===== config.mk =====
export PLATFORM = sky130hd
export DESIGN_NAME = mem_arbiter
export DESIGN_NICKNAME = d
export VERILOG_FILES = /design/src/source/mem_pipe_pkg.sv /design/src/source/mem_arbiter.sv
export SDC_FILE = /design/constraint.sdc
export NUM_CORES = 1
export LEC_CHECK = 0
export BUFFER_PORTS_ARGS = -buffer_cell sky130_fd_sc_hd__buf_2
export CORE_ASPECT_RATIO = 1.4
export CORE_MARGIN = 4
export CORE_UTILIZATION = 20
export CTS_CLUSTER_SIZE = 24
export DETAILED_ROUTE_END_ITERATION = 8
export HOLD_SLACK_MARGIN = 0.12
export PLACE_DENSITY_LB_ADDON = 0.12
export REMOVE_ABC_BUFFERS = 1
export SYNTH_ARGS = -nofsm -noshare
export SYNTH_HDL_FRONTEND = slang
export SYNTH_SLANG_ARGS = --single-unit
export TNS_END_PERCENT = 10

===== constraint.sdc =====
create_clock -name clk_i -period 0.8 [get_ports clk_i]
set_clock_uncertainty 0.15 [all_clocks]
set_input_delay 0.12 -clock clk_i [delete_from_list [all_inputs] [get_ports clk_i]]
set_output_delay 0.12 -clock clk_i [all_outputs]
set_load 0.05 [all_outputs]

===== src/source/mem_pipe_pkg.sv =====
//**********************************************************
// Shared widths, memory operation codes and the page table
// entry layout for the data memory pipe
//**********************************************************

package mem_pipe_pkg;

  typedef logic [31:0] word_t;
  typedef logic [15:0] vaddr_t;
  typedef logic [11:0] paddr_t;
  typedef logic [7:0]  vpn_t;
  typedef logic [3:0]  ppn_t;
  typedef logic [9:0]  sram_addr_t;
  typedef logic [3:0]  be_t;

  // Loads first, then stores
  typedef enum logic [2:0]
  {
    e_op_lb  = 3'd0
    , e_op_lh  = 3'd1
    , e_op_lw  = 3'd2
    , e_op_lbu = 3'd3
    , e_op_lhu = 3'd4
    , e_op_sb  = 3'd5
    , e_op_sh  = 3'd6
    , e_op_sw  = 3'd7
  } mem_op_e;

  typedef struct packed
  {
    logic [25:0] reserved;
    ppn_t        ppn;
    logic        writable;
    logic        valid;
  } pte_s;

  // One SRAM word, seen as data or as a PTE
  typedef union packed
  {
    word_t word;
    pte_s  pte;
  } pte_u;

endpackage


===== src/source/mem_arbiter.sv =====
//**********************************************************
// SRAM port arbiter between the page walker and the LSU
// Walker has fixed priority, rvalid follows the grant owner
//**********************************************************

module mem_arbiter
  (input                                clk_i
   , input                              arst_n_i

   , input                              walker_req_i
   , input mem_pipe_pkg::sram_addr_t    walker_addr_i
   , output logic                       walker_gnt_o
   , output logic                       walker_rvalid_o

   , input                              lsu_req_i
   , input mem_pipe_pkg::sram_addr_t    lsu_addr_i
   , input                              lsu_we_i
   , input mem_pipe_pkg::be_t           lsu_be_i
   , input mem_pipe_pkg::word_t         lsu_wdata_i
   , output logic                       lsu_gnt_o
   , output logic                       lsu_rvalid_o

   , output logic                       sram_en_o
   , output mem_pipe_pkg::sram_addr_t   sram_addr_o
   , output logic                       sram_we_o
   , output mem_pipe_pkg::be_t          sram_be_o
   , output mem_pipe_pkg::word_t        sram_wdata_o
   );

  logic rd_v_q;
  logic rd_walker_q;

  assign walker_gnt_o = walker_req_i;
  assign lsu_gnt_o    = lsu_req_i & ~walker_req_i;
  assign sram_en_o    = walker_req_i | lsu_req_i;

  always_comb
    begin
      if (walker_req_i)
        begin
          // Walker only reads
          sram_addr_o  = walker_addr_i;
          sram_we_o    = 1'b0;
          sram_be_o    = '0;
          sram_wdata_o = '0;
        end
      else
        begin
          sram_addr_o  = lsu_addr_i;
          sram_we_o    = lsu_we_i;
          sram_be_o    = lsu_be_i;
          sram_wdata_o = lsu_wdata_i;
        end
    end

  always_ff @(posedge clk_i or negedge arst_n_i)
    begin
      if (!arst_n_i)
        begin
          rd_v_q      <= 1'b0;
          rd_walker_q <= 1'b0;
        end
      else
        begin
          rd_v_q      <= sram_en_o;
          rd_walker_q <= walker_req_i;
        end
    end

  assign walker_rvalid_o = rd_v_q & rd_walker_q;
  assign lsu_rvalid_o    = rd_v_q & ~rd_walker_q;

endmodule


==> impl_metrics.csv <==
group,metric,value,unit
placement,dp_slack,-415,ps
placement,hpwl,2.00,mm
floorplanning,ios,113,
cts,clk_pin_slew,30,ps
detailed_routing,routed_via_density,4.41,
placement,port_buffers,112,
sta,post-route-period-util,146,%
sta,period_minus_slack,1170,ps
setup_path,crit_chain,"nor2b_2 -> buf_6",
sta,setup_viol,52,
cts,cts_root_buf,"clkbuf_4",
placement,gp_congestion,0.682,
finish,area_growth,247,%
setup_path,cp_slowest_stage_delay,380,ps
detailed_routing,wire_per_inst,15.6,um
setup_path,path_buf_inv,1,
setup_path,start_kind,"register",
grt,grt_pass1_vias,956,
detailed_routing,vias,877,
synth,ys_seq_elements,2,
setup_path,path_class,"reg2out",
sta,slew_headroom,90.7,%
detailed_routing,drc,0,
finish,nets,240,
synth,ys_seq_area_share,10.7,%
floorplanning,initial_core_util,21.2,%
floorplanning,dieHeight,65.2,um
sta,hold_viol_final,1,
sta,drv_slew,0,
sta,worstMarginPinSlew,139,ps
synth,syn-mean-instance-area,7.91,um^2
floorplanning,die_area,0.00318,mm^2
detailed_routing,ant_nets,0,
finish,final_cell_mix,"59 x buf_2, 38 x buf_6, 19 x nor2b_2",
hold_path,holdCritPathClass,"in2reg",
synth,synth.cell_area,467,um^2
detailed_routing,wirelength,3.10,mm
synth,synthCells,59,
sta,fmax,858,MHz
finish,mostFrequentLayoutCell,"buf_2",
sta,grt_setup_unrepaired,"true",
sta,layout_setup_ws,-366,ps
grt,track_usage,16.1,%
cts,cts_tree,"yes",
cts,cts.sinks,2,
finish,drive_gt1_share,92.1,%
power,powerDensity,1060,mW/mm^2
synth,ys_types,9,
detailed_routing,drtIter0Drc,4,
setup_path,endpoint_kind,"output port",
setup_path,crit_arrival,900,ps
setup_path,critPathMaxFanout,2,
finish,antenna_cells,0,
cts,cts-hold-fix-buffers,1,
power,power_leakage,0.870,nW
setup_path,cp_top_family,"flip-flops",
cts,cts_buffers,3,
setup_path,crit_required,530,ps
power,peakVddDrop,0.664,mV
grt,grt_pass1_wl,4.04,mm
detailed_routing,first_pass_iters,3,
floorplanning,rows,20,
run_status,violations,"negative hold slack, negative setup slack",
synth,synth_warnings,0,
grt,antenna_found_initial,0,
floorplanning,core-area,0.00220,mm^2
grt,grt_overflow,0,
finish,fill_cells,158,
cts,clk_path_buf_depth,2,
cts,h-tree-depth,1,
power,p_total,0.00172,W
sta,holdWs,-14.1,ps
run_status,outcome,"complete, but fails checks",
setup_path,cp_slowest_cell,"dfrtp_1",
job,max_cap_viol_count,0,
floorplanning,die_width,48.8,um
grt,grt_max_degree,20,
## flip-flops by register name (all words and copies together), names as in the netlist
signal and cells:
rd_v_q 1, rd_walker_q 1
## report_power, final
part | internal [W] | switching [W]
Clock | 0.000165 | 0.0000547
Combinational | 0.000593 | 0.000792
Sequential | 0.000107 | 0.00000311
## timing repair
action / CTS / global route
setup buffers: 0 / 2
gates cloned: 1 / 0
setup endpoints to repair: 52 / 52
endpoints found under the hold margin: 4 / 4
resized for setup: 104 / 48
## routing by layer
layer | wire (um) | track usage [%] | up-vias
met5 | 0 | 0 | -
met4 | 23 | 5.39 | 0
met3 | 447 | 9.30 | 2
met2 | 1850 | 32.0 | 65
met1 | 785 | 12.3 | 389
li1 | - | - | 421
## per-stage QoR
step / hold slack, ps / area (um^2) / util (%) / instances / setup TNS (ps)
4_1_cts: -3.83 / 1440 / 65.3 / 197 / -11820
2_1_floorplan: -326 / 419 / - / 53 / -12350
3_5_place_dp: -242 / 1070 / 48.6 / 192 / -17150
6_report: -14.1 / 1620 / 73.6 / 199 / -12080
5_1_grt: -22.5 / 1620 / 73.6 / 199 / -13230
3_3_place_gp: -245 / 1070 / 48.6 / 192 / -16620
## kinds of logic after synthesis
group	synth area share [%]
DFF	10.7
and+or+nand+nor	55.0
buffers and inverters	10.2
muxes	24.1
## final timing paths
kind                        startpoint           end  slack, ps  cells after the start
min in group asynchronous     arst_n_i        rd_v_q         60                      2
min                          lsu_req_i        rd_v_q        -10                      2
max                        rd_walker_q  lsu_rvalid_o       -370                      2
max in group asynchronous     arst_n_i   rd_walker_q        340                      2
## cell type report
type,instances,area [um^2],share of cell area [%]
tap,22,27.5,1.70
clock buffer,3,22.5,1.39
sequential,2,50.0,3.09
timing repair buffer,121,1020,63.0
multi-input combinational,51,500,30.9
## synthesized netlist by cell type
master	n	share of area, %
or2_1	1	1.3
buf_6	2	4.8
buf_4	1	1.6
nor2b_1	39	52
mux2_2	10	24
and2_1	1	1.3
buf_2	2	2.1
dfrtp_1	2	11
clkbuf_4	1	1.6
(Power assumes the default switching activity.)
