===== config.mk =====
export PLATFORM = sky130hd
export DESIGN_NAME = page_walker
export DESIGN_NICKNAME = d
export VERILOG_FILES = /design/src/source/mem_pipe_pkg.sv /design/src/source/page_walker.sv
export SDC_FILE = /design/constraint.sdc
export NUM_CORES = 1
export LEC_CHECK = 0
export ABC_CLOCK_PERIOD_IN_PS = 1700
export BUFFER_PORTS_ARGS = -buffer_cell sky130_fd_sc_hd__buf_2
export CAP_MARGIN = 20
export CORE_MARGIN = 1.5
export CORE_UTILIZATION = 26
export CTS_BUF_LIST = sky130_fd_sc_hd__clkbuf_8 sky130_fd_sc_hd__clkbuf_16
export CTS_CLUSTER_SIZE = 40
export DETAILED_ROUTE_END_ITERATION = 7
export PLACE_DENSITY_LB_ADDON = 0.1
export SKIP_CTS_REPAIR_TIMING = 1
export SYNTH_ARGS = -nofsm -noshare
export SYNTH_HDL_FRONTEND = slang
export SYNTH_SLANG_ARGS = --single-unit

===== constraint.sdc =====
create_clock -name clk_i -period 1.7 [get_ports clk_i]
set_clock_uncertainty 0.15 [all_clocks]
set_input_delay 0 -clock clk_i [delete_from_list [all_inputs] [get_ports clk_i]]
set_output_delay 0 -clock clk_i [all_outputs]
set_load 0.05 [all_outputs]

===== src/source/mem_pipe_pkg.sv =====
//**********************************************************
// Shared widths, memory operation codes and the page table
// entry layout for the data memory pipe
//**********************************************************

package mem_pipe_pkg;

  typedef logic [31:0] word_t;
  typedef logic [15:0] vaddr_t;
  typedef logic [11:0] paddr_t;
  typedef logic [7:0]  vpn_t;
  typedef logic [3:0]  ppn_t;
  typedef logic [9:0]  sram_addr_t;
  typedef logic [3:0]  be_t;

  // Loads first, then stores
  typedef enum logic [2:0]
  {
    e_op_lb  = 3'd0
    , e_op_lh  = 3'd1
    , e_op_lw  = 3'd2
    , e_op_lbu = 3'd3
    , e_op_lhu = 3'd4
    , e_op_sb  = 3'd5
    , e_op_sh  = 3'd6
    , e_op_sw  = 3'd7
  } mem_op_e;

  typedef struct packed
  {
    logic [25:0] reserved;
    ppn_t        ppn;
    logic        writable;
    logic        valid;
  } pte_s;

  // One SRAM word, seen as data or as a PTE
  typedef union packed
  {
    word_t word;
    pte_s  pte;
  } pte_u;

endpackage


===== src/source/page_walker.sv =====
//**********************************************************
// Single level page table walker, reads one PTE from the
// SRAM and refills the TLB or reports a fault
//**********************************************************

module page_walker
  (input                                clk_i
   , input                              arst_n_i
   , input mem_pipe_pkg::ppn_t          pt_base_i

   , input                              walk_v_i
   , input mem_pipe_pkg::vpn_t          walk_vpn_i
   , output logic                       walk_done_o
   , output logic                       walk_fault_o

   , output logic                       fill_v_o
   , output mem_pipe_pkg::vpn_t         fill_vpn_o
   , output mem_pipe_pkg::ppn_t         fill_ppn_o
   , output logic                       fill_writable_o

   , output logic                       mem_req_o
   , output mem_pipe_pkg::sram_addr_t   mem_addr_o
   , input                              mem_gnt_i
   , input                              mem_rvalid_i
   , input mem_pipe_pkg::word_t         mem_rdata_i
   );

  typedef enum logic [1:0] {s_idle, s_req, s_resp} state_e;

  state_e                   state_q;
  mem_pipe_pkg::vpn_t       vpn_q;
  mem_pipe_pkg::pte_u       pte;

  assign pte.word = mem_rdata_i;

  // PTE word index is pt_base * 64 + vpn
  assign mem_req_o  = (state_q == s_req);
  assign mem_addr_o = {pt_base_i, 6'b000000} + {2'b00, vpn_q};

  assign walk_done_o     = (state_q == s_resp) & mem_rvalid_i;
  assign walk_fault_o    = walk_done_o & ~pte.pte.valid;
  assign fill_v_o        = walk_done_o & pte.pte.valid;
  assign fill_vpn_o      = vpn_q;
  assign fill_ppn_o      = pte.pte.ppn;
  assign fill_writable_o = pte.pte.writable;

  always_ff @(posedge clk_i or negedge arst_n_i)
    begin
      if (!arst_n_i)
        state_q <= s_idle;
      else
        begin
          case (state_q)
            s_idle:
              if (walk_v_i)
                state_q <= s_req;
            s_req:
              if (mem_gnt_i)
                state_q <= s_resp;
            s_resp:
              if (mem_rvalid_i)
                state_q <= s_idle;
            default:
              state_q <= s_idle;
          endcase
        end
    end

  always_ff @(posedge clk_i)
    begin
      if ((state_q == s_idle) && walk_v_i)
        vpn_q <= walk_vpn_i;
    end

endmodule


==> key figures <==
Outcome
  – Status: completed

Flow run
  – Max Cap Viol: 0

Route
  – Antenna Nets Post-Route: 0
  – Wirelength, routed: 1230 um
  – Vias post-DR: 497
  – Drt drc: 0
  – DRT Pass-1 Iters: 3
  – Routed len/inst: 9.94 um
  – Vias per cell: 4.01
  – DR iter-0 viols: 1

Setup path
  – Worst reg2reg path endpoint: state_q[1]$_DFFE_PN0P_
  – Cells on worst reg2reg path: 3
  – Critical Path Start Type: flop
  – Worst Path Required: 1.55 ns
  – FF-to-FF Start: state_q[0]$_DFFE_PN0P_
  – R2r setup slk: 0.07 ns
  – Crit. End Element: output port
  – CP Max Fanout: 2
  – Worst EP arrival: 1.52 ns
  – Crit path kind: flop to output port

Final layout
  – Design area: 991 sq um
  – Area Overhead vs Synth: 82.5%
  – Layout cells sized above 1: 0.536
  – Diode count: 0
  – Final nets: 150
  – # fillers: 196
  – Layout Cells excl Fill: 124

STA
  – Max-slew headroom: 0.662
  – RSZ-0062 raised after global routing: true
  – Slew Viols, Final: 0
  – Tmin final: 1.67 ns
  – Fmax: 600 MHz
  – Final Cycle Share: 0.981
  – Final-report hold violation count: 0
  – Endpoints failing setup: 0
  – Total negative slack: 0 ns
  – Slew @ Worst Pin: 0.505 ns

Clock tree
  – CTS tree: yes
  – Latest clock arrival within the worst-skew pair: 0.23 ns
  – Root Driver: clkbuf_8
  – Inserted Clock Buffers: 3
  – H-tree depth: 1
  – Max Buffers Root-to-Sink: 2
  – Total clock sinks: 10
  – Worst-path clk slew: 0.05 ns

Synth
  – Yosys warns: 0
  – Top-count cell post-synth: buf_4
  – EDFF count, synth: 8
  – Syn Nets: 97
  – List of most frequent post-synthesis cells: 11 x buf_4, 8 x edfxtp_1, 4 x inv_1
  – Synth top area share: 0.442
  – #FFs+latches synth: 10
  – Synth top area cells: edfxtp_1 44%, buf_4 15%, dfrtp_1 9.2%
  – Asr flop ratio synth: 0.200
  – Largest area contributor in the netlist: edfxtp_1
  – Post-synthesis sequential area ratio: 0.535
  – Synth unique cells: 18
  – Netlist area before placement: 543 sq um
  – Cells after Synth: 45
  – Avg Inst Size Synth: 12.1 sq um
  – Main synth FF type: edfxtp_1

Hold path
  – Hold EP: walk_fault_o
  – Hold Crit Start: mem_rdata_i[0]
  – Worst hold path stage count: 3
  – Min-Delay Path Class: input pin to output port

Power
  – Cell leakage power: 0.464 nW
  – Power Density: 1470 nW/um^2
  – Worst-case vdd ir drop: 0.000634 V
  – Pwr Total: 1.46 mW

Die
  – Core area: 1960 sq um
  – Die ar.: 2370 sq um
  – Initial core utilization: 0.277
  – Die width: 48.7 um
  – Top Ports: 76
  – Die Y: 48.7 um
  – Rows: 16

Placement
  – Dpl cell area: 727 sq um
  – HPWL after detailed placement: 832 um
  – Placed insts: 101
  – # port buffers: 39
  – Routability cong.: 0.606

GRT
  – First-pass GRT wire length: 1700 um
  – Vias in the first global route: 412
  – Pin count of the biggest net entering global routing: 9
  – Initial antenna violation count: 0
  – Total track usage: 0.0900
  – Global route total overflow: 0
-- sequential cells by signal (all words and copies together) (netlist names) --
name / flops
fill_vpn_o: 8
state_q: 2
-- where the power goes --
part	leakage [nW]	internal [mW]	total, mW	switching, mW
registers	0.101	0.344	0.403	0.0584
logic	0.340	0.244	0.815	0.571
clock network	0.0231	0.158	0.242	0.0845
total	0.464	0.746	1.46	0.714
-- cell families after synthesis --
kind of cell / after synthesis / synth area share
buffers and inverters: 15 / 0.180
adder cells (fa/ha/maj): 3 / 0.0829
AND/OR/NAND/NOR: 11 / 0.124
XOR/XNOR: 1 / 0.0161
AO/OA/AOI/OAI: 5 / 0.0622
flip-flops: 10 / 0.535
-- layout make-up --
cell class | count | area (sq um) | share of cell area
clock buffer | 3 | 41.3 | 0.0417
sequential | 10 | 290 | 0.293
clock inverter | 1 | 3.75 | 0.00379
inverter | 4 | 15.0 | 0.0152
timing repair buffer | 59 | 407 | 0.410
multi-input combinational | 20 | 200 | 0.202
tap | 27 | 33.8 | 0.0341
-- metrics by stage --
step                setup slack, ns   util  hold slack, ns
global placement              0.115  0.371          -0.361
finish                       0.0331  0.505           0.172
floorplan                    -0.203      -          -0.446
detailed placement            0.107  0.371          -0.361
CTS                          -0.142  0.393          -0.609
global route                -0.0273  0.505           0.190
-- worst max-delay path by stage --
stage / startpoint / endpoint / slack (ns) / depth (start not counted)
detailed placement: fill_vpn_o[6]$_DFFE_PP_ / mem_addr_o[8] / 0.11 / 5
CTS: fill_vpn_o[6]$_DFFE_PP_ / mem_addr_o[8] / -0.14 / 5
global placement: fill_vpn_o[6]$_DFFE_PP_ / mem_addr_o[8] / 0.12 / 5
finish: fill_vpn_o[6]$_DFFE_PP_ / mem_addr_o[7] / 0.03 / 5
global route: fill_vpn_o[6]$_DFFE_PP_ / mem_addr_o[7] / -0.03 / 5
floorplan: fill_vpn_o[6]$_DFFE_PP_ / mem_addr_o[8] / -0.20 / 4
-- layer usage --
| layer | routed length [um] | global-route usage |
|---|---|---|
| met1 | 474 | 0.114 |
| met2 | 640 | 0.142 |
| met3 | 119 | 0.0247 |
| met4 | 0 | 0.0429 |
| met5 | 0 | 0 |
-- critical path: stages (launching register included) --
cell      delay [ns]
edfxtp_1        0.42
ha_4            0.19
inv_2           0.05
fa_2            0.42
inv_2           0.07
buf_8           0.14
-- layout by cell type (no fill, tap or decap), types with 2 or more instances in the layout --
cell type       n
dfrtp_1         2
dlygate4sd3_1  18
inv_2           2
inv_1           2
nor3b_1         2
buf_4           2
a21oi_1         2
buf_2          37
nand2b_1        3
edfxtp_1        8
clkbuf_8        3
(Power assumes the default switching activity.)
