--- src/source/mem_pipe_pkg.sv ---
//**********************************************************
// Shared widths, memory operation codes and the page table
// entry layout for the data memory pipe
//**********************************************************

package mem_pipe_pkg;

  typedef logic [31:0] word_t;
  typedef logic [15:0] vaddr_t;
  typedef logic [11:0] paddr_t;
  typedef logic [7:0]  vpn_t;
  typedef logic [3:0]  ppn_t;
  typedef logic [9:0]  sram_addr_t;
  typedef logic [3:0]  be_t;

  // Loads first, then stores
  typedef enum logic [2:0]
  {
    e_op_lb  = 3'd0
    , e_op_lh  = 3'd1
    , e_op_lw  = 3'd2
    , e_op_lbu = 3'd3
    , e_op_lhu = 3'd4
    , e_op_sb  = 3'd5
    , e_op_sh  = 3'd6
    , e_op_sw  = 3'd7
  } mem_op_e;

  typedef struct packed
  {
    logic [25:0] reserved;
    ppn_t        ppn;
    logic        writable;
    logic        valid;
  } pte_s;

  // One SRAM word, seen as data or as a PTE
  typedef union packed
  {
    word_t word;
    pte_s  pte;
  } pte_u;

endpackage

--- src/source/dtlb.sv ---
//**********************************************************
// Fully associative data TLB with combinational lookup,
// round-robin refill and flush
//**********************************************************

module dtlb
  #(parameter tlb_els_p = 4)
  (input                                clk_i
   , input                              arst_n_i

   , input mem_pipe_pkg::vpn_t          lookup_vpn_i
   , output logic                       lookup_hit_o
   , output mem_pipe_pkg::ppn_t         lookup_ppn_o
   , output logic                       lookup_writable_o

   , input                              fill_v_i
   , input mem_pipe_pkg::vpn_t          fill_vpn_i
   , input mem_pipe_pkg::ppn_t          fill_ppn_i
   , input                              fill_writable_i

   , input                              flush_i
   );

  localparam idx_width_lp = $clog2(tlb_els_p);

  logic [tlb_els_p-1:0]     v_q;
  logic [tlb_els_p-1:0]     writable_q;
  mem_pipe_pkg::vpn_t       vpn_q [tlb_els_p];
  mem_pipe_pkg::ppn_t       ppn_q [tlb_els_p];
  logic [idx_width_lp-1:0]  victim_q;

  // At most one entry matches
  always_comb
    begin
      lookup_hit_o      = 1'b0;
      lookup_ppn_o      = '0;
      lookup_writable_o = 1'b0;
      for (int i = 0; i < tlb_els_p; i++)
        begin
          if (v_q[i] && (vpn_q[i] == lookup_vpn_i))
            begin
              lookup_hit_o      = 1'b1;
              lookup_ppn_o      = ppn_q[i];
              lookup_writable_o = writable_q[i];
            end
        end
    end

  always_ff @(posedge clk_i or negedge arst_n_i)
    begin
      if (!arst_n_i)
        begin
          v_q      <= '0;
          victim_q <= '0;
        end
      else if (flush_i)
        v_q <= '0;
      else if (fill_v_i)
        begin
          v_q[victim_q] <= 1'b1;
          victim_q      <= (victim_q == idx_width_lp'(tlb_els_p - 1)) ? '0 : victim_q + 1'b1;
        end
    end

  always_ff @(posedge clk_i)
    begin
      if (fill_v_i)
        begin
          vpn_q[victim_q]      <= fill_vpn_i;
          ppn_q[victim_q]      <= fill_ppn_i;
          writable_q[victim_q] <= fill_writable_i;
        end
    end

endmodule

--- config.mk ---
export PLATFORM = sky130hd
export DESIGN_NAME = dtlb
export DESIGN_NICKNAME = d
export VERILOG_FILES = /design/src/source/mem_pipe_pkg.sv /design/src/source/dtlb.sv
export SDC_FILE = /design/constraint.sdc
export NUM_CORES = 1
export LEC_CHECK = 0
export BUFFER_PORTS_ARGS = -buffer_cell sky130_fd_sc_hd__clkbuf_2
export CORE_ASPECT_RATIO = 0.9
export CORE_MARGIN = 5
export CORE_UTILIZATION = 35
export CTS_CLUSTER_DIAMETER = 150
export CTS_CLUSTER_SIZE = 28
export DETAILED_ROUTE_END_ITERATION = 12
export PLACE_DENSITY_LB_ADDON = 0.3
export SYNTH_ARGS = -nofsm -noshare
export SYNTH_HDL_FRONTEND = slang
export SYNTH_SLANG_ARGS = --single-unit
export TNS_END_PERCENT = 30
--- constraint.sdc ---
create_clock -name clk_i -period 4.3 [get_ports clk_i]
set_input_delay 0.86 -clock clk_i [delete_from_list [all_inputs] [get_ports clk_i]]
set_output_delay 0.86 -clock clk_i [all_outputs]
set_load 0.01 [all_outputs]
==> flow_summary.ini, run 1 <==
[status]
status = finished clean

[global_routing]
overflow = 0
gr-usage-all-layers_pct = 11.9
antenna_found_initial = 0
first_global_vias = 1459
grt_max_degree = 15
grt_pass1_wl_um = 7710

[yosys]
yosys_warnings = 0
synthCells = 164
ys_seq_area_share_pct = 69.6
syn_area_um2 = 2460
synth_cell_type_count = 29
ys_async_sr_fraction_pct = 10.3
syn_avg_cell_area_um2 = 15.0
syn_nets = 193
ys.flop_type = edfxtp_1
synth_seq_cells = 58
synth_edf_count = 52

[clock_tree]
clk_latency_ns = 0.33
clockBufferDepth = 2
cts_tree = yes
cts-root-buf = clkbuf_8
cts.htree.levels = 3
cts_sinks = 58
clkSlewWorstSetupHoldPaths_ns = 0.06
cts_resized = 0
cts_buffers = 9
post_cts_buffers = 0
hold_buffers = 0

[layout]
area_delta_synth_final_pct = 19.9
drive_gt1_share_pct = 23.9
layout.cells.most_common = edfxtp_1
nNetsFinal = 233
final_cell_mix = edfxtp_1 (52), clkbuf_2 (30), xnor2_1 (25), nor2_1 (10), clkbuf_8 (9)
antenna_cells = 0
fill_cells = 664

[setup_path]
cp.arrival_ns = 2.70
start_kind = primary input
cp.required_ns = 3.44
cpMaxStageDelayCell = nor3_1
endpoint_kind = output pin
critPathMaxFanout = 6
reg2regPathDepth = 3
crit_path_max_incr_delay_ns = 0.73
cpLargestDelayFamily = simple AND/OR/NAND/NOR gates
path_class = primary input to output pin
ff2ff_setup_slack_ns = 2.62
crit_chain = clkbuf_2 > xnor2_1 > nand4_1 > nor3_1 > nand3_1 > a211oi_1 > clkbuf_2
cp_num_buf_inv = 2
critPathMostFrequentCell = clkbuf_2
reg2reg_from = victim_q[0]
timing.rr.end = vpn_q[2][6]
startpoint = lookup_vpn_i[3]

[sta]
hold_ws_ns = 0.361
setup_viol = 0
drv_slew = 0
slew-limit-headroom_pct = 40.4
finalSetupTns_ns = 0
final.period_utilization_pct = 82.7
fin_crit_ns = 3.56
rsz0062_at_grt = false
hold_viol_final = 0
fmax_mhz = 281
worst_slack_ns = 0.745
fin_skew_ns = 0.00474
worstMarginPinSlew_ns = 0.887

[power_and_ir_drop]
p_leak_nw = 1.03
p_int_w = 0.00119
seqPwrFrac_pct = 49.5
power_density_nw_per_um2 = 530
peakVddDrop_uv = 282
swShare_pct = 24.1
comb_power_share_pct = 13.4
p_switching_w = 0.000378
clkPwrFrac_pct = 37.1

[detailed_routing]
ant_nets = 0
drcViolationCount = 0
num_vias = 1362
drt_first_pass_iters = 4
vias_per_cell = 4.51
drtIter0Drc = 80
routed_wl_um = 4730
drt-wirelength-per-cell_um = 15.7

[floorplanning]
pin_count = 31
dieArea_um2 = 8810
rows = 29
start_util_pct = 35.5
core_area_um2 = 6930
die_h_um = 89.5
die_x_um = 98.4

[placement]
hpwlAfterDp_um = 3370
io_buffers = 30
dp_slack_ns = 0.824
gp_congestion = 0.734

[worst_hold_path]
hold_path.class = primary input to async pin

[run]
maxCapViolations = 0
==> flip-flops by register name, indices dropped and copies added (netlist names) <==
register,flops
vpn_q,32
victim_q,2
ppn_q,16
v_q,4
writable_q,4
==> synthesized netlist by cell type (3+ instances only) <==
library cell | n | area, um2
a211oi_1 | 7 | 52.6
and2_1 | 5 | 31.3
dfrtp_1 | 6 | 150
edfxtp_1 | 52 | 1560
ha_1 | 4 | 50.1
inv_1 | 3 | 11.3
nand2_1 | 5 | 18.8
nand3_1 | 7 | 35.0
nand4_1 | 4 | 25.0
nor2_1 | 10 | 37.5
nor2b_1 | 3 | 18.8
nor3_1 | 7 | 35.0
nor4_1 | 5 | 31.3
xnor2_1 | 25 | 219
xor2_1 | 7 | 61.3
==> metrics by stage <==
step / instance area [um2] / instances / util, % / total power (W)
after floorplan: 2460 / 164 / - / 0.000915
after global placement: 2720 / 286 / 39.2 / 0.000998
after detailed placement: 2720 / 286 / 39.2 / 0.00100
after CTS: 2950 / 302 / 42.6 / 0.00159
after global routing: 2950 / 302 / 42.6 / 0.00164
final: 2950 / 302 / 42.6 / 0.00156
==> power by group through the flow <==
stage                     logic [W]  clock network [W]  registers, W
after global placement     0.000212                  0      0.000785
after detailed placement   0.000215                  0      0.000787
after global routing       0.000234           0.000623      0.000785
after floorplan            0.000140                  0      0.000775
final                      0.000209           0.000580      0.000775
after CTS                  0.000216           0.000595      0.000776
==> worst max path at each step <==
stage | end | slack, ns | cells past startpoint
finish | lookup_ppn_o[2] | 0.74 | 7
global route | lookup_ppn_o[2] | 0.60 | 7
CTS | lookup_ppn_o[2] | 0.81 | 7
detailed placement | lookup_ppn_o[2] | 0.82 | 7
global placement | lookup_ppn_o[1] | 0.88 | 7
floorplan | lookup_ppn_o[0] | 1.34 | 6
==> kinds of logic (layout without fill, tap and decap cells) <==
logic type      Yosys count  count (layout)  share of synthesized area (%)
fa+ha+maj                 4               4                           2.03
compound gates           11              11                           3.20
flops                    58              58                           69.6
xor+xnor                 32              32                           11.4
simple gates             52              52                           11.8
buf+inv                   5              50                           1.12
mux                       2               2                          0.865
==> per-layer routing <==
layer	global-route usage, %	part of all wire [%]
met5	0	0
met1	15.5	47
met3	4.68	6.1
met4	4.47	1.5
met2	18.2	46
==> final cells by class <==
| cell class | count | area [um2] | share of cell area, % |
|---|---|---|---|
| Tap cell | 93 | 116 | 3.95 |
| Clock buffer | 9 | 124 | 4.20 |
| Inverter | 3 | 11.3 | 0.382 |
| Timing Repair Buffer | 31 | 158 | 5.35 |
| Multi-Input combinational cell | 101 | 721 | 24.4 |
| Clock inverter | 7 | 108 | 3.65 |
| Sequential cell | 58 | 1710 | 58.0 |
Note: power is estimated with default switching activity, not from simulation.
==> run 2, diff against run 1 <==
clock period = 3.6 ns   (was 4.3 ns; I/O delays follow)
==> run 2 against run 1 <==
  * Total power up 11%
  * Final cell count is 0.33% higher
  * Highest routed layer unchanged
  * Global-route usage increased by 0.93 points
  * Clock skew is 0.00061 ns lower
  * Largest cell class unchanged
  * Sequential power grew 20%
  * Critical path type unchanged
  * Register-to-register slack got worse by 0.71 ns
  * Setup slack got worse by 0.16 ns
==> flow_summary.ini, run 2 (synthesis gave the netlist of run 1 again) <==
[global_routing]
grt_pass1_wl_um = 8250
antenna_found_initial = 0
grt_max_degree = 15
gr-usage-all-layers_pct = 12.9
first_global_vias = 1514
overflow = 0

[setup_path]
critPathMaxFanout = 5
endpoint_kind = output pin
crit_chain = clkbuf_2 > xnor2_1 > nand3_1 > nor3_1 > a211oi_1 > a211oi_1 > clkbuf_2
crit_path_max_incr_delay_ns = 0.50
path_class = primary input to output pin
worstSetupEndpoint = lookup_ppn_o[0]
timing.rr.end = ppn_q[2][0]
ff2ff_setup_slack_ns = 1.91
start_kind = primary input
cp.arrival_ns = 2.30
cp_num_buf_inv = 2
startpoint = lookup_vpn_i[0]
reg2reg_from = victim_q[0]
crit_cells = 7
reg2regPathDepth = 3
cpLargestDelayFamily = simple AND/OR/NAND/NOR gates
cpMaxStageDelayCell = nor3_1
cp.required_ns = 2.88

[layout]
nNetsFinal = 234
antenna_cells = 0
drive_gt1_share_pct = 22.9
stdcell_count = 303
largest_register_ffs = 32
top_regs = vpn_q: 32 flops, ppn_q: 16 flops
layout.cells.most_common = edfxtp_1
top_register = vpn_q
final_cell_mix = edfxtp_1 (52), clkbuf_2 (30), xnor2_1 (25), nor2_1 (10), clkbuf_8 (9)
area_delta_synth_final_pct = 18.0

[clock_tree]
cts.htree.levels = 3
clockBufferDepth = 2
cts_resized = 0
cts_sinks = 58
clk_latency_ns = 0.33
clkSlewWorstSetupHoldPaths_ns = 0.06
post_cts_buffers = 0
cts-root-buf = clkbuf_8
cts_buffers = 9
cts_tree = yes
hold_buffers = 0

[detailed_routing]
drtIter0Drc = 62
drt_first_pass_iters = 4
drcViolationCount = 0
routed_wl_um = 4980
num_vias = 1419
ant_nets = 0
vias_per_cell = 4.68
drt-wirelength-per-cell_um = 16.4

[floorplanning]
dieArea_um2 = 8810
start_util_pct = 35.5
core_area_um2 = 6930
die_h_um = 89.5
die_x_um = 98.4
pin_count = 31
rows = 29

[power_and_ir_drop]
peakVddDrop_uv = 273
power_density_nw_per_um2 = 597
p_switching_w = 0.000454
comb_power_share_pct = 14.5
swShare_pct = 26.2
p_leak_nw = 1.01
p_int_w = 0.00128
seqPwrFrac_pct = 53.6
clkPwrFrac_pct = 31.9

[placement]
hpwlAfterDp_um = 3640
gp_congestion = 0.756
dp.cells = 287
io_buffers = 30

[sta]
final.period_utilization_pct = 83.8
fin_skew_ns = 0.00413
worstMarginPinSlew_ns = 0.815
drv_slew = 0
setup_viol = 0
hold_ws_ns = 0.207
finalSetupTns_ns = 0
fin_crit_ns = 3.02
hold_viol_final = 0
fmax_mhz = 331
slew-limit-headroom_pct = 45.7
rsz0062_at_grt = false

[worst_hold_path]
hold_path.class = primary input to async pin

[status]
status = finished clean

[run]
maxCapViolations = 0
==> run 2: cell types whose count changed in the layout (fill, tap and decap cells not counted), sizes merged <==
cell / change
bufinv: -2
clkinv: -1
buf: +1
clkbuf: +3
==> run 2: stage by stage <==
stage	setup slack (ns)	instance area [um2]	total power, W	util (%)
2_1_floorplan	0.922	2460	0.00109	-
3_3_place_gp	0.598	2730	0.00119	39.3
3_5_place_dp	0.563	2730	0.00120	39.3
4_1_cts	0.563	2900	0.00176	41.9
5_1_grt	0.339	2900	0.00184	41.9
6_report	0.582	2900	0.00173	41.9
==> run 2: cell type report <==
type                            count  area, um2
Sequential cell                    58       1710
Tap cell                           93        116
Multi-Input combinational cell    101        721
Clock buffer                       12        135
Clock inverter                      4       42.5
Timing Repair Buffer               32        165
Inverter                            3       11.3
Fill cell                         669       4030
==> run 2: worst reg2reg max path: stages, from the launching register on <==
cell,delay (ns)
dfrtp_1,0.42
inv_1,0.10
ha_1,0.13
and2_1,0.66
==> run 2: worst min-delay path by stage <==
stage,from,to,slack (ns)
floorplan,arst_n_i,v_q[0],0.42
CTS,arst_n_i,victim_q[1],0.20
global placement,v_q[0],v_q[0],0.49
detailed placement,v_q[0],v_q[0],0.50
finish,arst_n_i,victim_q[1],0.21
global route,arst_n_i,v_q[2],0.20
==> run 2: per-layer routing <==
layer	global-route usage (%)	vias to the layer above	part of all wire, %
met5	0	-	0
met1	16.9	685	47
li1	-	694	-
met2	19.6	35	45
met3	5.23	5	6.0
met4	4.09	0	1.1
==> run 2: power groups by stage <==
stage                     logic (W)  registers (W)  clock network (W)
after global routing       0.000289       0.000941           0.000606
after CTS                  0.000260       0.000932           0.000568
after detailed placement   0.000259       0.000945                  0
after global placement     0.000251       0.000940                  0
after floorplan            0.000167       0.000926                  0
final                      0.000251       0.000929           0.000553
