==> src/source/mem_pipe_pkg.sv <==
//**********************************************************
// Shared widths, memory operation codes and the page table
// entry layout for the data memory pipe
//**********************************************************

package mem_pipe_pkg;

  typedef logic [31:0] word_t;
  typedef logic [15:0] vaddr_t;
  typedef logic [11:0] paddr_t;
  typedef logic [7:0]  vpn_t;
  typedef logic [3:0]  ppn_t;
  typedef logic [9:0]  sram_addr_t;
  typedef logic [3:0]  be_t;

  // Loads first, then stores
  typedef enum logic [2:0]
  {
    e_op_lb  = 3'd0
    , e_op_lh  = 3'd1
    , e_op_lw  = 3'd2
    , e_op_lbu = 3'd3
    , e_op_lhu = 3'd4
    , e_op_sb  = 3'd5
    , e_op_sh  = 3'd6
    , e_op_sw  = 3'd7
  } mem_op_e;

  typedef struct packed
  {
    logic [25:0] reserved;
    ppn_t        ppn;
    logic        writable;
    logic        valid;
  } pte_s;

  // One SRAM word, seen as data or as a PTE
  typedef union packed
  {
    word_t word;
    pte_s  pte;
  } pte_u;

endpackage

==> src/source/mem_lsu.sv <==
//**********************************************************
// Load/store unit: address generation, alignment check,
// translation sequencing, byte lanes and response
//**********************************************************

module mem_lsu
  (input                                clk_i
   , input                              arst_n_i

   , input                              req_v_i
   , input mem_pipe_pkg::mem_op_e       req_op_i
   , input mem_pipe_pkg::word_t         req_rs1_i
   , input mem_pipe_pkg::word_t         req_imm_i
   , input mem_pipe_pkg::word_t         req_store_data_i
   , input                              trans_en_i

   , output logic                       ready_o
   , output logic                       resp_v_o
   , output mem_pipe_pkg::word_t        resp_data_o
   , output logic                       resp_misaligned_o
   , output logic                       resp_page_fault_o

   , output mem_pipe_pkg::vpn_t         lookup_vpn_o
   , input                              lookup_hit_i
   , input mem_pipe_pkg::ppn_t          lookup_ppn_i
   , input                              lookup_writable_i

   , output logic                       walk_v_o
   , output mem_pipe_pkg::vpn_t         walk_vpn_o
   , input                              walk_done_i
   , input                              walk_fault_i

   , output logic                       mem_req_o
   , output mem_pipe_pkg::sram_addr_t   mem_addr_o
   , output logic                       mem_we_o
   , output mem_pipe_pkg::be_t          mem_be_o
   , output mem_pipe_pkg::word_t        mem_wdata_o
   , input                              mem_gnt_i
   , input                              mem_rvalid_i
   , input mem_pipe_pkg::word_t         mem_rdata_i
   );

  typedef enum logic [2:0] {s_idle, s_trans, s_walk, s_access, s_wait} state_e;

  state_e                   state_q;
  logic                     mis_q;
  logic                     pf_q;
  mem_pipe_pkg::mem_op_e    op_q;
  mem_pipe_pkg::vaddr_t     vaddr_q;
  mem_pipe_pkg::word_t      sdata_q;
  logic                     trans_q;
  mem_pipe_pkg::ppn_t       ppn_q;

  mem_pipe_pkg::vaddr_t     req_vaddr;
  logic                     req_misaligned;
  logic                     accept;
  logic                     is_store;
  mem_pipe_pkg::paddr_t     paddr;
  mem_pipe_pkg::word_t      lane;
  mem_pipe_pkg::word_t      load_data;

  assign req_vaddr = mem_pipe_pkg::vaddr_t'(req_rs1_i + req_imm_i);
  assign accept    = req_v_i & ready_o;

  always_comb
    begin
      case (req_op_i)
        mem_pipe_pkg::e_op_lh, mem_pipe_pkg::e_op_lhu, mem_pipe_pkg::e_op_sh:
          req_misaligned = req_vaddr[0];
        mem_pipe_pkg::e_op_lw, mem_pipe_pkg::e_op_sw:
          req_misaligned = |req_vaddr[1:0];
        default:
          req_misaligned = 1'b0;
      endcase
    end

  assign is_store = op_q inside {mem_pipe_pkg::e_op_sb, mem_pipe_pkg::e_op_sh,
                                 mem_pipe_pkg::e_op_sw};

  always_ff @(posedge clk_i or negedge arst_n_i)
    begin
      if (!arst_n_i)
        begin
          state_q <= s_idle;
          mis_q   <= 1'b0;
          pf_q    <= 1'b0;
        end
      else
        begin
          // Fault flags last one cycle
          mis_q <= 1'b0;
          pf_q  <= 1'b0;
          case (state_q)
            s_idle:
              if (accept)
                begin
                  if (req_misaligned)
                    mis_q <= 1'b1;
                  else
                    state_q <= s_trans;
                end
            s_trans:
              if (!trans_q)
                state_q <= s_access;
              else if (!lookup_hit_i)
                state_q <= s_walk;
              else if (is_store && !lookup_writable_i)
                begin
                  pf_q    <= 1'b1;
                  state_q <= s_idle;
                end
              else
                state_q <= s_access;
            s_walk:
              if (walk_done_i)
                begin
                  // Retry the lookup once the TLB is filled
                  pf_q    <= walk_fault_i;
                  state_q <= walk_fault_i ? s_idle : s_trans;
                end
            s_access:
              if (mem_gnt_i)
                state_q <= s_wait;
            s_wait:
              if (mem_rvalid_i)
                state_q <= s_idle;
            default:
              state_q <= s_idle;
          endcase
        end
    end

  always_ff @(posedge clk_i)
    begin
      if (accept)
        begin
          op_q    <= req_op_i;
          vaddr_q <= req_vaddr;
          sdata_q <= req_store_data_i;
          trans_q <= trans_en_i;
        end
      // Bare mode keeps the untranslated page bits
      if (state_q == s_trans)
        ppn_q <= trans_q ? lookup_ppn_i : vaddr_q[11:8];
    end

  assign lookup_vpn_o = vaddr_q[15:8];
  assign walk_vpn_o   = vaddr_q[15:8];
  assign walk_v_o     = (state_q == s_trans) & trans_q & ~lookup_hit_i;

  assign paddr       = {ppn_q, vaddr_q[7:0]};
  assign mem_req_o   = (state_q == s_access);
  assign mem_addr_o  = paddr[11:2];
  assign mem_we_o    = is_store;
  assign mem_wdata_o = sdata_q << {vaddr_q[1:0], 3'b000};

  always_comb
    begin
      case (op_q)
        mem_pipe_pkg::e_op_sb:
          mem_be_o = 4'b0001 << vaddr_q[1:0];
        mem_pipe_pkg::e_op_sh:
          mem_be_o = 4'b0011 << vaddr_q[1:0];
        default:
          mem_be_o = 4'b1111;
      endcase
    end

  assign lane = mem_rdata_i >> {vaddr_q[1:0], 3'b000};

  always_comb
    begin
      case (op_q)
        mem_pipe_pkg::e_op_lb:
          load_data = {{24{lane[7]}}, lane[7:0]};
        mem_pipe_pkg::e_op_lbu:
          load_data = {24'b0, lane[7:0]};
        mem_pipe_pkg::e_op_lh:
          load_data = {{16{lane[15]}}, lane[15:0]};
        mem_pipe_pkg::e_op_lhu:
          load_data = {16'b0, lane[15:0]};
        mem_pipe_pkg::e_op_lw:
          load_data = lane;
        default:
          load_data = '0;
      endcase
    end

  assign resp_v_o          = mis_q | pf_q | ((state_q == s_wait) & mem_rvalid_i);
  assign resp_data_o       = (state_q == s_wait) ? load_data : '0;
  assign resp_misaligned_o = mis_q;
  assign resp_page_fault_o = pf_q;
  assign ready_o           = (state_q == s_idle) & ~mis_q & ~pf_q;

endmodule

==> config.mk <==
export PLATFORM = sky130hd
export DESIGN_NAME = mem_lsu
export DESIGN_NICKNAME = d
export VERILOG_FILES = /design/src/source/mem_pipe_pkg.sv /design/src/source/mem_lsu.sv
export SDC_FILE = /design/constraint.sdc
export NUM_CORES = 1
export LEC_CHECK = 0
export BUFFER_PORTS_ARGS = -buffer_cell sky130_fd_sc_hd__buf_2
export CAP_MARGIN = 25
export CELL_PAD_IN_SITES_DETAIL_PLACEMENT = 0
export CELL_PAD_IN_SITES_GLOBAL_PLACEMENT = 1
export CORE_ASPECT_RATIO = 1.1
export CORE_UTILIZATION = 35
export DETAILED_ROUTE_END_ITERATION = 16
export MAX_ROUTING_LAYER = met4
export PLACE_DENSITY = 0.93
export SYNTH_ARGS = -nofsm -noshare
export SYNTH_HDL_FRONTEND = slang
export SYNTH_SLANG_ARGS = --single-unit
==> constraint.sdc <==
create_clock -name clk_i -period 5.9 [get_ports clk_i]
set_input_delay 0.59 -clock clk_i [delete_from_list [all_inputs] [get_ports clk_i]]
set_output_delay 0.59 -clock clk_i [all_outputs]
set_load 0.05 [all_outputs]
==> results.py, run 1 <==
metrics = {
    "sta": {
        "fmax_ghz": 0.2877,
        "rsz0062_at_grt": "false",
        "max_slew_margin_pct": 53.22,
        "slew_violations": 0,
        "worst_slew_pin_slew_ps": 701.7,
        "timing.final.crit_share_pct": 58.91,
        "hold_viol_final": 0,
        "fin_skew_ps": 5.351,
        "finalCriticalPeriod_ps": 3476,
        "setup_viol_count_final": 0,
        "finalSetupTns_ps": 0,
    },
    "global_route": {
        "grtUsageTotal_pct": 18.80,
        "grt_overflow": 0,
        "antenna_found_initial": 1,
        "grt_start_max_net_pins": 67,
        "grt_first_pass_wirelength_um": 18410,
        "grt_pass1_vias": 3866,
    },
    "power_and_ir_drop": {
        "p_clk_share_pct": 21.1,
        "p_seq_share_pct": 29.0,
        "netSwitchingPower_mw": 1.113,
        "power.internal_mw": 1.238,
        "peakVddDrop_v": 0.0001696,
        "p_sw_share_pct": 47.32,
        "power_mw": 2.351,
        "p_per_area_nw_per_um2": 411.7,
        "p_comb_share_pct": 49.9,
        "power_leakage_nw": 2.576,
    },
    "finish": {
        "finalCoreUtilization_pct": 47.25,
        "nets": 796,
        "area_growth_pct": 30.47,
        "n_fill_cell": 1149,
        "drive_gt1_share_pct": 40.13,
    },
    "placed_design": {
        "gp_congestion": 0.8793,
        "port_buffers": 213,
        "dp_hpwl_um": 9382,
    },
    "detailed_routing": {
        "num_vias": 4128,
        "drc_errors": 0,
        "postRouteAntennaNets": 0,
        "met2WireLength_um": 6331,
        "drt_wl_total_um": 12320,
        "met3WireLength_um": 798,
        "dr.pass1.iters": 4,
        "drt-initial-drc-count": 332,
        "routed.top_layer": "met4",
        "met1_length_um": 4893,
        "viasPerCell": 5.206,
        "wire_per_inst_um": 15.54,
    },
    "critical_path": {
        "cpMaxStageDelayCell": "or4_1",
        "max_stage_delay_ps": 640,
        "end_kind": "output pin",
        "cp_max_fo": 66,
        "cp_num_buf_inv": 3,
        "path_class": "register to output pin",
        "regToRegEndpoint": "sdata_q[24]",
        "critPathTopFamily": "buffers and inverters",
        "cp.arrival_ps": 2890,
        "critPathRequiredTime_ps": 5310,
        "worstPathCellList": "buf_4, inv_1, mux2_2, or4_1, a21oi_2, buf_2",
        "start_kind": "register",
        "rrSetupSlack_ps": 3750,
        "rr_worst_depth": 5,
        "reg2reg_from": "resp_page_fault_o",
    },
    "floorplanning": {
        "initial_utilization_pct": 36.21,
        "rows": 42,
        "die_area_um2": 12960,
        "die_x_um": 108.6,
        "die_y_um": 119.3,
        "io_pins": 246,
        "core_area_um2": 12090,
    },
    "clock_network": {
        "cts.sinks": 61,
        "root_buffer": "clkbuf_16",
        "cts_resized": 0,
        "htree_levels": 3,
        "cts_setup_buffers": 0,
        "path_clk_slew_ps": 50,
        "cts_hold_buffers": 0,
        "cts_tree": "done",
        "insertion_delay_ps": 320,
        "clock_path_buffers": 2,
        "cts_buffers": 9,
    },
    "yosys": {
        "async_reset_ff_share_pct": 8.197,
        "synth_top_family_by_area": "compound AO/OA/AOI/OAI gates",
        "synthAdderAreaFrac_pct": 4.746,
        "yosys.cell_types.count": 53,
        "netlist_top_cells_count": "56 x edfxtp_1, 53 x nand2_1, 40 x a21oi_1",
        "synth_area_per_cell_um2": 9.640,
        "ys_top_cells_by_area": "edfxtp_1 38%, mux2i_1 6.2%, a21oi_1 4.6%",
        "synth_compound_gate_area_share_pct": 18.87,
        "synth_seq_cells": 61,
        "synth_cells": 454,
        "synth_edf_count": 56,
        "syn_area_um2": 4377,
        "synth_top_area_share_pct": 38.42,
        "yosys.area_share.simple_pct": 15.38,
        "yosys_warnings": 0,
        "syn_nets": 615,
        "synth_top_cell_by_area": "edfxtp_1",
        "synth_xor_area_share_pct": 2.601,
        "synthMuxAreaShare_pct": 9.520,
        "ys.flop_type": "edfxtp_1",
        "ys_seq_area_share_pct": 41.28,
        "synth.most_common_cell": "edfxtp_1",
    },
    "run_status": {
        "status": "completed",
    },
    "worst_hold_path": {
        "hold_class": "input pin to asynchronous set/reset pin",
    },
    "job": {
        "max_cap_violations": 0,
    },
}
## kinds of logic (layout without fill, tap and decap cells)
group                      Yosys count  after routing
AOI/OAI and AO/OA                  129            129
xor gates and xnor gates            13             13
adders and majority gates           16             16
buffers and inverters               60            244
DFF                                 61             61
muxes                               40             40
other                                0              1
and+or+nand+nor                    135            135
## power groups by stage
| stage | logic [mW] | registers (mW) | clock network (mW) |
|---|---|---|---|
| finish | 1.17 | 0.681 | 0.496 |
| global route | 1.25 | 0.696 | 0.528 |
| CTS | 1.15 | 0.695 | 0.508 |
| detailed placement | 1.15 | 0.702 | 0 |
| global placement | 1.14 | 0.695 | 0 |
| floorplan | 0.936 | 0.685 | 0 |
## registers in the layout, summed over array words and instances, names as in the netlist
| name | cells |
|---|---|
| op_q | 3 |
| ppn_q | 4 |
| resp_misaligned_o | 1 |
| resp_page_fault_o | 1 |
| sdata_q | 32 |
| state_q | 3 |
| trans_q | 1 |
| vaddr_q | 16 |
## cell type report
class	count	area (um^2)	area share [%]
repair buffers	219	1151	20.16
clock buffers	9	225.2	3.944
diodes	1	2.502	0.04382
flip-flops and latches	61	1807	31.64
multi-input cells	333	2237	39.18
clock inverters	5	53.80	0.9422
inverters	11	41.29	0.7230
well taps	154	192.7	3.374
## per-stage QoR
| step | area (um^2) | setup WS [ps] | instances | hold slack [ps] |
|---|---|---|---|---|
| after floorplan | 4377 | 1714 | 454 | 294.4 |
| after global placement | 5374 | 2600 | 776 | 406.6 |
| after detailed placement | 5374 | 2521 | 776 | 411.2 |
| after CTS | 5653 | 2162 | 790 | 66.61 |
| after global routing | 5710 | 2225 | 793 | 71.58 |
| final | 5710 | 2424 | 793 | 75.49 |
## how the worst max path moves through the flow
| stage | startpoint | to | slack, ps | cells after the start |
|---|---|---|---|---|
| 3_5_place_dp | vaddr_q[1] | resp_data_o[11] | 2520 | 5 |
| 2_1_floorplan | resp_page_fault_o | op_q[0] | 1710 | 4 |
| 4_1_cts | vaddr_q[1] | resp_data_o[11] | 2160 | 5 |
| 3_3_place_gp | vaddr_q[1] | resp_data_o[13] | 2600 | 5 |
| 5_1_grt | vaddr_q[0] | resp_data_o[19] | 2230 | 8 |
| 6_report | vaddr_q[0] | resp_data_o[11] | 2420 | 6 |
## per-layer routing
layer	GRT usage [%]	vias up
li1	-	2006
met1	21.01	1920
met2	32.40	176
met3	3.448	26
met4	8.108	0
met5	-	-
## layout by cell type, fill, tap and decap left out, types with 2 or more instances in the layout
| master | count |
|---|---|
| buf_16 | 2 |
| o21a_1 | 2 |
| a211o_1 | 2 |
| o2111ai_1 | 2 |
| a21oi_2 | 8 |
| clkinvlp_4 | 2 |
| o22ai_1 | 2 |
| nor3_1 | 2 |
| a311oi_1 | 3 |
| ha_1 | 15 |
| and3_1 | 4 |
| xnor2_1 | 7 |
| nor2_1 | 23 |
| inv_1 | 10 |
| nor3b_1 | 2 |
| a21o_1 | 5 |
| nor2b_1 | 22 |
| nand3_1 | 5 |
| mux2_2 | 13 |
| a31oi_1 | 3 |
| nand2_1 | 53 |
| edfxtp_1 | 56 |
| a21oi_1 | 40 |
| mux2i_1 | 27 |
| xor2_1 | 6 |
| clkbuf_16 | 9 |
| buf_4 | 4 |
| nand2b_1 | 3 |
| buf_2 | 213 |
| o21ai_0 | 25 |
| dfrtp_1 | 5 |
| and2_1 | 13 |
| nor4b_1 | 2 |
| a211oi_1 | 25 |
Power figures use the tool's default switching activity.
==> inputs of run 2 (changes only) <==
ABC_AREA = 1   (was unset)
CORE_UTILIZATION = 31   (was 35)
PLACE_DENSITY = 0.88   (was 0.93)
clock period = 3.5 ns   (was 5.9 ns; I/O delays follow)
==> run 2 against run 1 <==
Register-to-register slack got worse by 2200 ps. Synthesized cell count increased by 44%. First-iteration DRC count decreased by 28%. Synthesized area increased by 5.1%. Highest routed layer unchanged. Sequential cell count unchanged. Via count increased by 16%. Setup slack got worse by 1900 ps. Die area increased by 18%. Combinational power increased by 88%. Critical endpoint is now resp_data_o[23]. Largest power group unchanged. Final cell count increased by 32%.
==> results.py, run 2 <==
metrics = {
    "detailed_routing": {
        "wire_per_inst_um": 13.07,
        "postRouteAntennaNets": 0,
        "viasPerCell": 4.568,
        "num_vias": 4769,
        "drc_errors": 0,
        "drt-initial-drc-count": 238,
        "dr.pass1.iters": 4,
        "drt_wl_total_um": 13640,
    },
    "power_and_ir_drop": {
        "p_seq_share_pct": 27.8,
        "peakVddDrop_v": 0.0003589,
        "p_sw_share_pct": 51.26,
        "power.internal_mw": 2.030,
        "netSwitchingPower_mw": 2.134,
        "p_per_area_nw_per_um2": 694.7,
        "p_clk_share_pct": 19.3,
        "p_comb_share_pct": 52.9,
        "power_leakage_nw": 3.332,
    },
    "critical_path": {
        "cp_max_fo": 18,
        "cp_num_buf_inv": 3,
        "start_kind": "register",
        "worstPathCellList": "nand2_2, inv_2, nand2_1, nand3_2, nand2_2, nand3_1, nand2_1, inv_1, buf_2",
        "critPathRequiredTime_ps": 3150,
        "cpMaxStageDelayCell": "edfxtp_1",
        "critPathTopFamily": "simple AND/OR/NAND/NOR gates",
        "max_stage_delay_ps": 700,
        "path_class": "register to output pin",
        "cp.arrival_ps": 2670,
        "end_kind": "output pin",
    },
    "clock_network": {
        "clock_path_buffers": 2,
        "insertion_delay_ps": 330,
        "cts_tree": "done",
        "cts_buffers": 9,
        "cts_setup_buffers": 0,
        "cts.sinks": 61,
        "root_buffer": "clkbuf_16",
        "htree_levels": 3,
        "path_clk_slew_ps": 60,
    },
    "finish": {
        "layout_commonest_cell": "buf_2",
        "multi_input_area_um2": 2176,
        "finalCoreUtilization_pct": 41.49,
        "drive_gt1_share_pct": 28.79,
        "seq_area_um2": 1807,
        "top_regs": "sdata_q (32), vaddr_q (16), ppn_q (4)",
        "n_fill_cell": 1565,
        "nets": 1007,
        "area_growth_pct": 30.23,
        "largest-register": "sdata_q",
        "mostFrequentLayoutCells": "213 x buf_2, 207 x nand2_1, 98 x inv_1",
        "largest_register_ffs": 32,
    },
    "yosys": {
        "ys_seq_area_share_pct": 39.26,
        "synth_top_area_share_pct": 36.54,
        "synth.most_common_cell": "nand2_1",
        "yosys.cell_types.count": 33,
        "syn_area_um2": 4602,
        "ys_top_cells_by_area": "edfxtp_1 37%, nand2_1 17%, inv_1 8.0%",
        "synth_seq_cells": 61,
        "synth_area_per_cell_um2": 7.015,
        "synth_edf_count": 56,
        "yosys_warnings": 0,
        "synth_top_cell_by_area": "edfxtp_1",
        "async_reset_ff_share_pct": 8.197,
        "netlist_top_cells_count": "207 x nand2_1, 98 x inv_1, 73 x nor2_1",
        "ys.flop_type": "edfxtp_1",
        "synth_cells": 656,
        "syn_nets": 817,
    },
    "sta": {
        "timing.final.crit_share_pct": 86.24,
        "max_slew_margin_pct": 39.20,
        "fin_skew_ps": 7.730,
        "worst_slew_pin_slew_ps": 907.1,
        "fmax_ghz": 0.3313,
        "finalCriticalPeriod_ps": 3018,
        "slew_violations": 0,
        "finalSetupTns_ps": 0,
        "rsz0062_at_grt": "false",
        "hold_viol_final": 0,
        "hold_slack_ps": 194.1,
        "setup_viol_count_final": 0,
    },
    "placed_design": {
        "gp_congestion": 0.8618,
        "port_buffers": 213,
        "dp_hpwl_um": 10790,
    },
    "global_route": {
        "grtUsageTotal_pct": 18.18,
        "grt_first_pass_wirelength_um": 21400,
        "grt_start_max_net_pins": 54,
        "grt_pass1_vias": 4363,
        "grt_overflow": 0,
        "antenna_found_initial": 0,
    },
    "floorplanning": {
        "die_area_um2": 15340,
        "io_pins": 246,
        "rows": 46,
        "die_y_um": 129.8,
        "core_area_um2": 14450,
        "initial_utilization_pct": 31.86,
        "die_x_um": 118.2,
    },
    "job": {
        "max_cap_violations": 0,
    },
    "worst_hold_path": {
        "hold_class": "input pin to register",
    },
    "run_status": {
        "status": "completed",
    },
}
## run 2: changes by cell type in the layout (fill, tap and decap cells not counted), moves of 16 or more
cell | before | now
a21oi_1 | 40 | 20
nor2_1 | 23 | 73
nor3_1 | 2 | 18
nor2b_1 | 22 | 0
inv_1 | 10 | 98
nand3_1 | 5 | 46
mux2i_1 | 27 | 0
a211oi_1 | 25 | 0
nand2_1 | 53 | 207
## run 2: what timing repair did
action,CTS,global route
gates resized for setup,0,0
hold endpoints to repair,5,0
hold buffers,1,0
## run 2: metal layers
layer  vias up  part of all wire, %  GRT usage (%)
met5         -                    0              -
met4         0                  2.1          6.787
met3        24                  5.2          3.191
met2       151                   50          31.83
met1      2126                   42          20.89
li1       2468                    -              -
## run 2: per-stage QoR
| step | instances | total power, mW | worst slack, ps | instance area, um^2 |
|---|---|---|---|---|
| finish | 1044 | 4.164 | 481.7 | 5993 |
| global route | 1043 | 4.412 | 164.0 | 5991 |
| CTS | 1043 | 4.210 | 461.3 | 5991 |
| detailed placement | 1026 | 3.384 | 812.3 | 5705 |
| global placement | 1026 | 3.369 | 857.8 | 5705 |
| floorplan | 656 | 2.900 | 154.5 | 4607 |
## run 2: kinds of logic after synthesis
kind of cell,after synthesis,synth area share (%)
AND/OR/NAND/NOR,363,32.87
adder cells (fa/ha/maj),16,4.513
XOR/XNOR,8,1.522
flip-flops,61,39.26
buffers and inverters,141,13.70
AO/OA/AOI/OAI,67,8.130
## run 2: worst paths after layout
check | startpoint | to | slack, ps | cells past startpoint
min in group asynchronous | arst_n_i | state_q[1] | 380 | 2
worst min-delay path | req_store_data_i[28] | sdata_q[28] | 190 | 1
worst min register to register | state_q[1] | state_q[1] | 560 | 2
worst max-delay path | vaddr_q[0] | resp_data_o[23] | 480 | 9
max in group asynchronous | arst_n_i | resp_page_fault_o | 2990 | 2
worst max register to register | state_q[1] | state_q[2] | 1550 | 8
## run 2: power by group through the flow
stage | Combinational, mW | Clock, mW | Sequential (mW)
after global placement | 2.20 | 0 | 1.17
final | 2.20 | 0.805 | 1.16
after CTS | 2.22 | 0.830 | 1.16
after floorplan | 1.69 | 0 | 1.21
after detailed placement | 2.21 | 0 | 1.17
after global routing | 2.38 | 0.853 | 1.18
## run 2: cell type report
cell class / count / share of cell area [%]
Antenna cell: 1 / 0.04175
Clock buffer: 9 / 3.758
Clock inverter: 7 / 0.8351
Inverter: 101 / 6.326
Multi-Input combinational cell: 454 / 36.30
Sequential cell: 61 / 30.15
Tap cell: 192 / 4.008
Timing Repair Buffer: 219 / 18.58
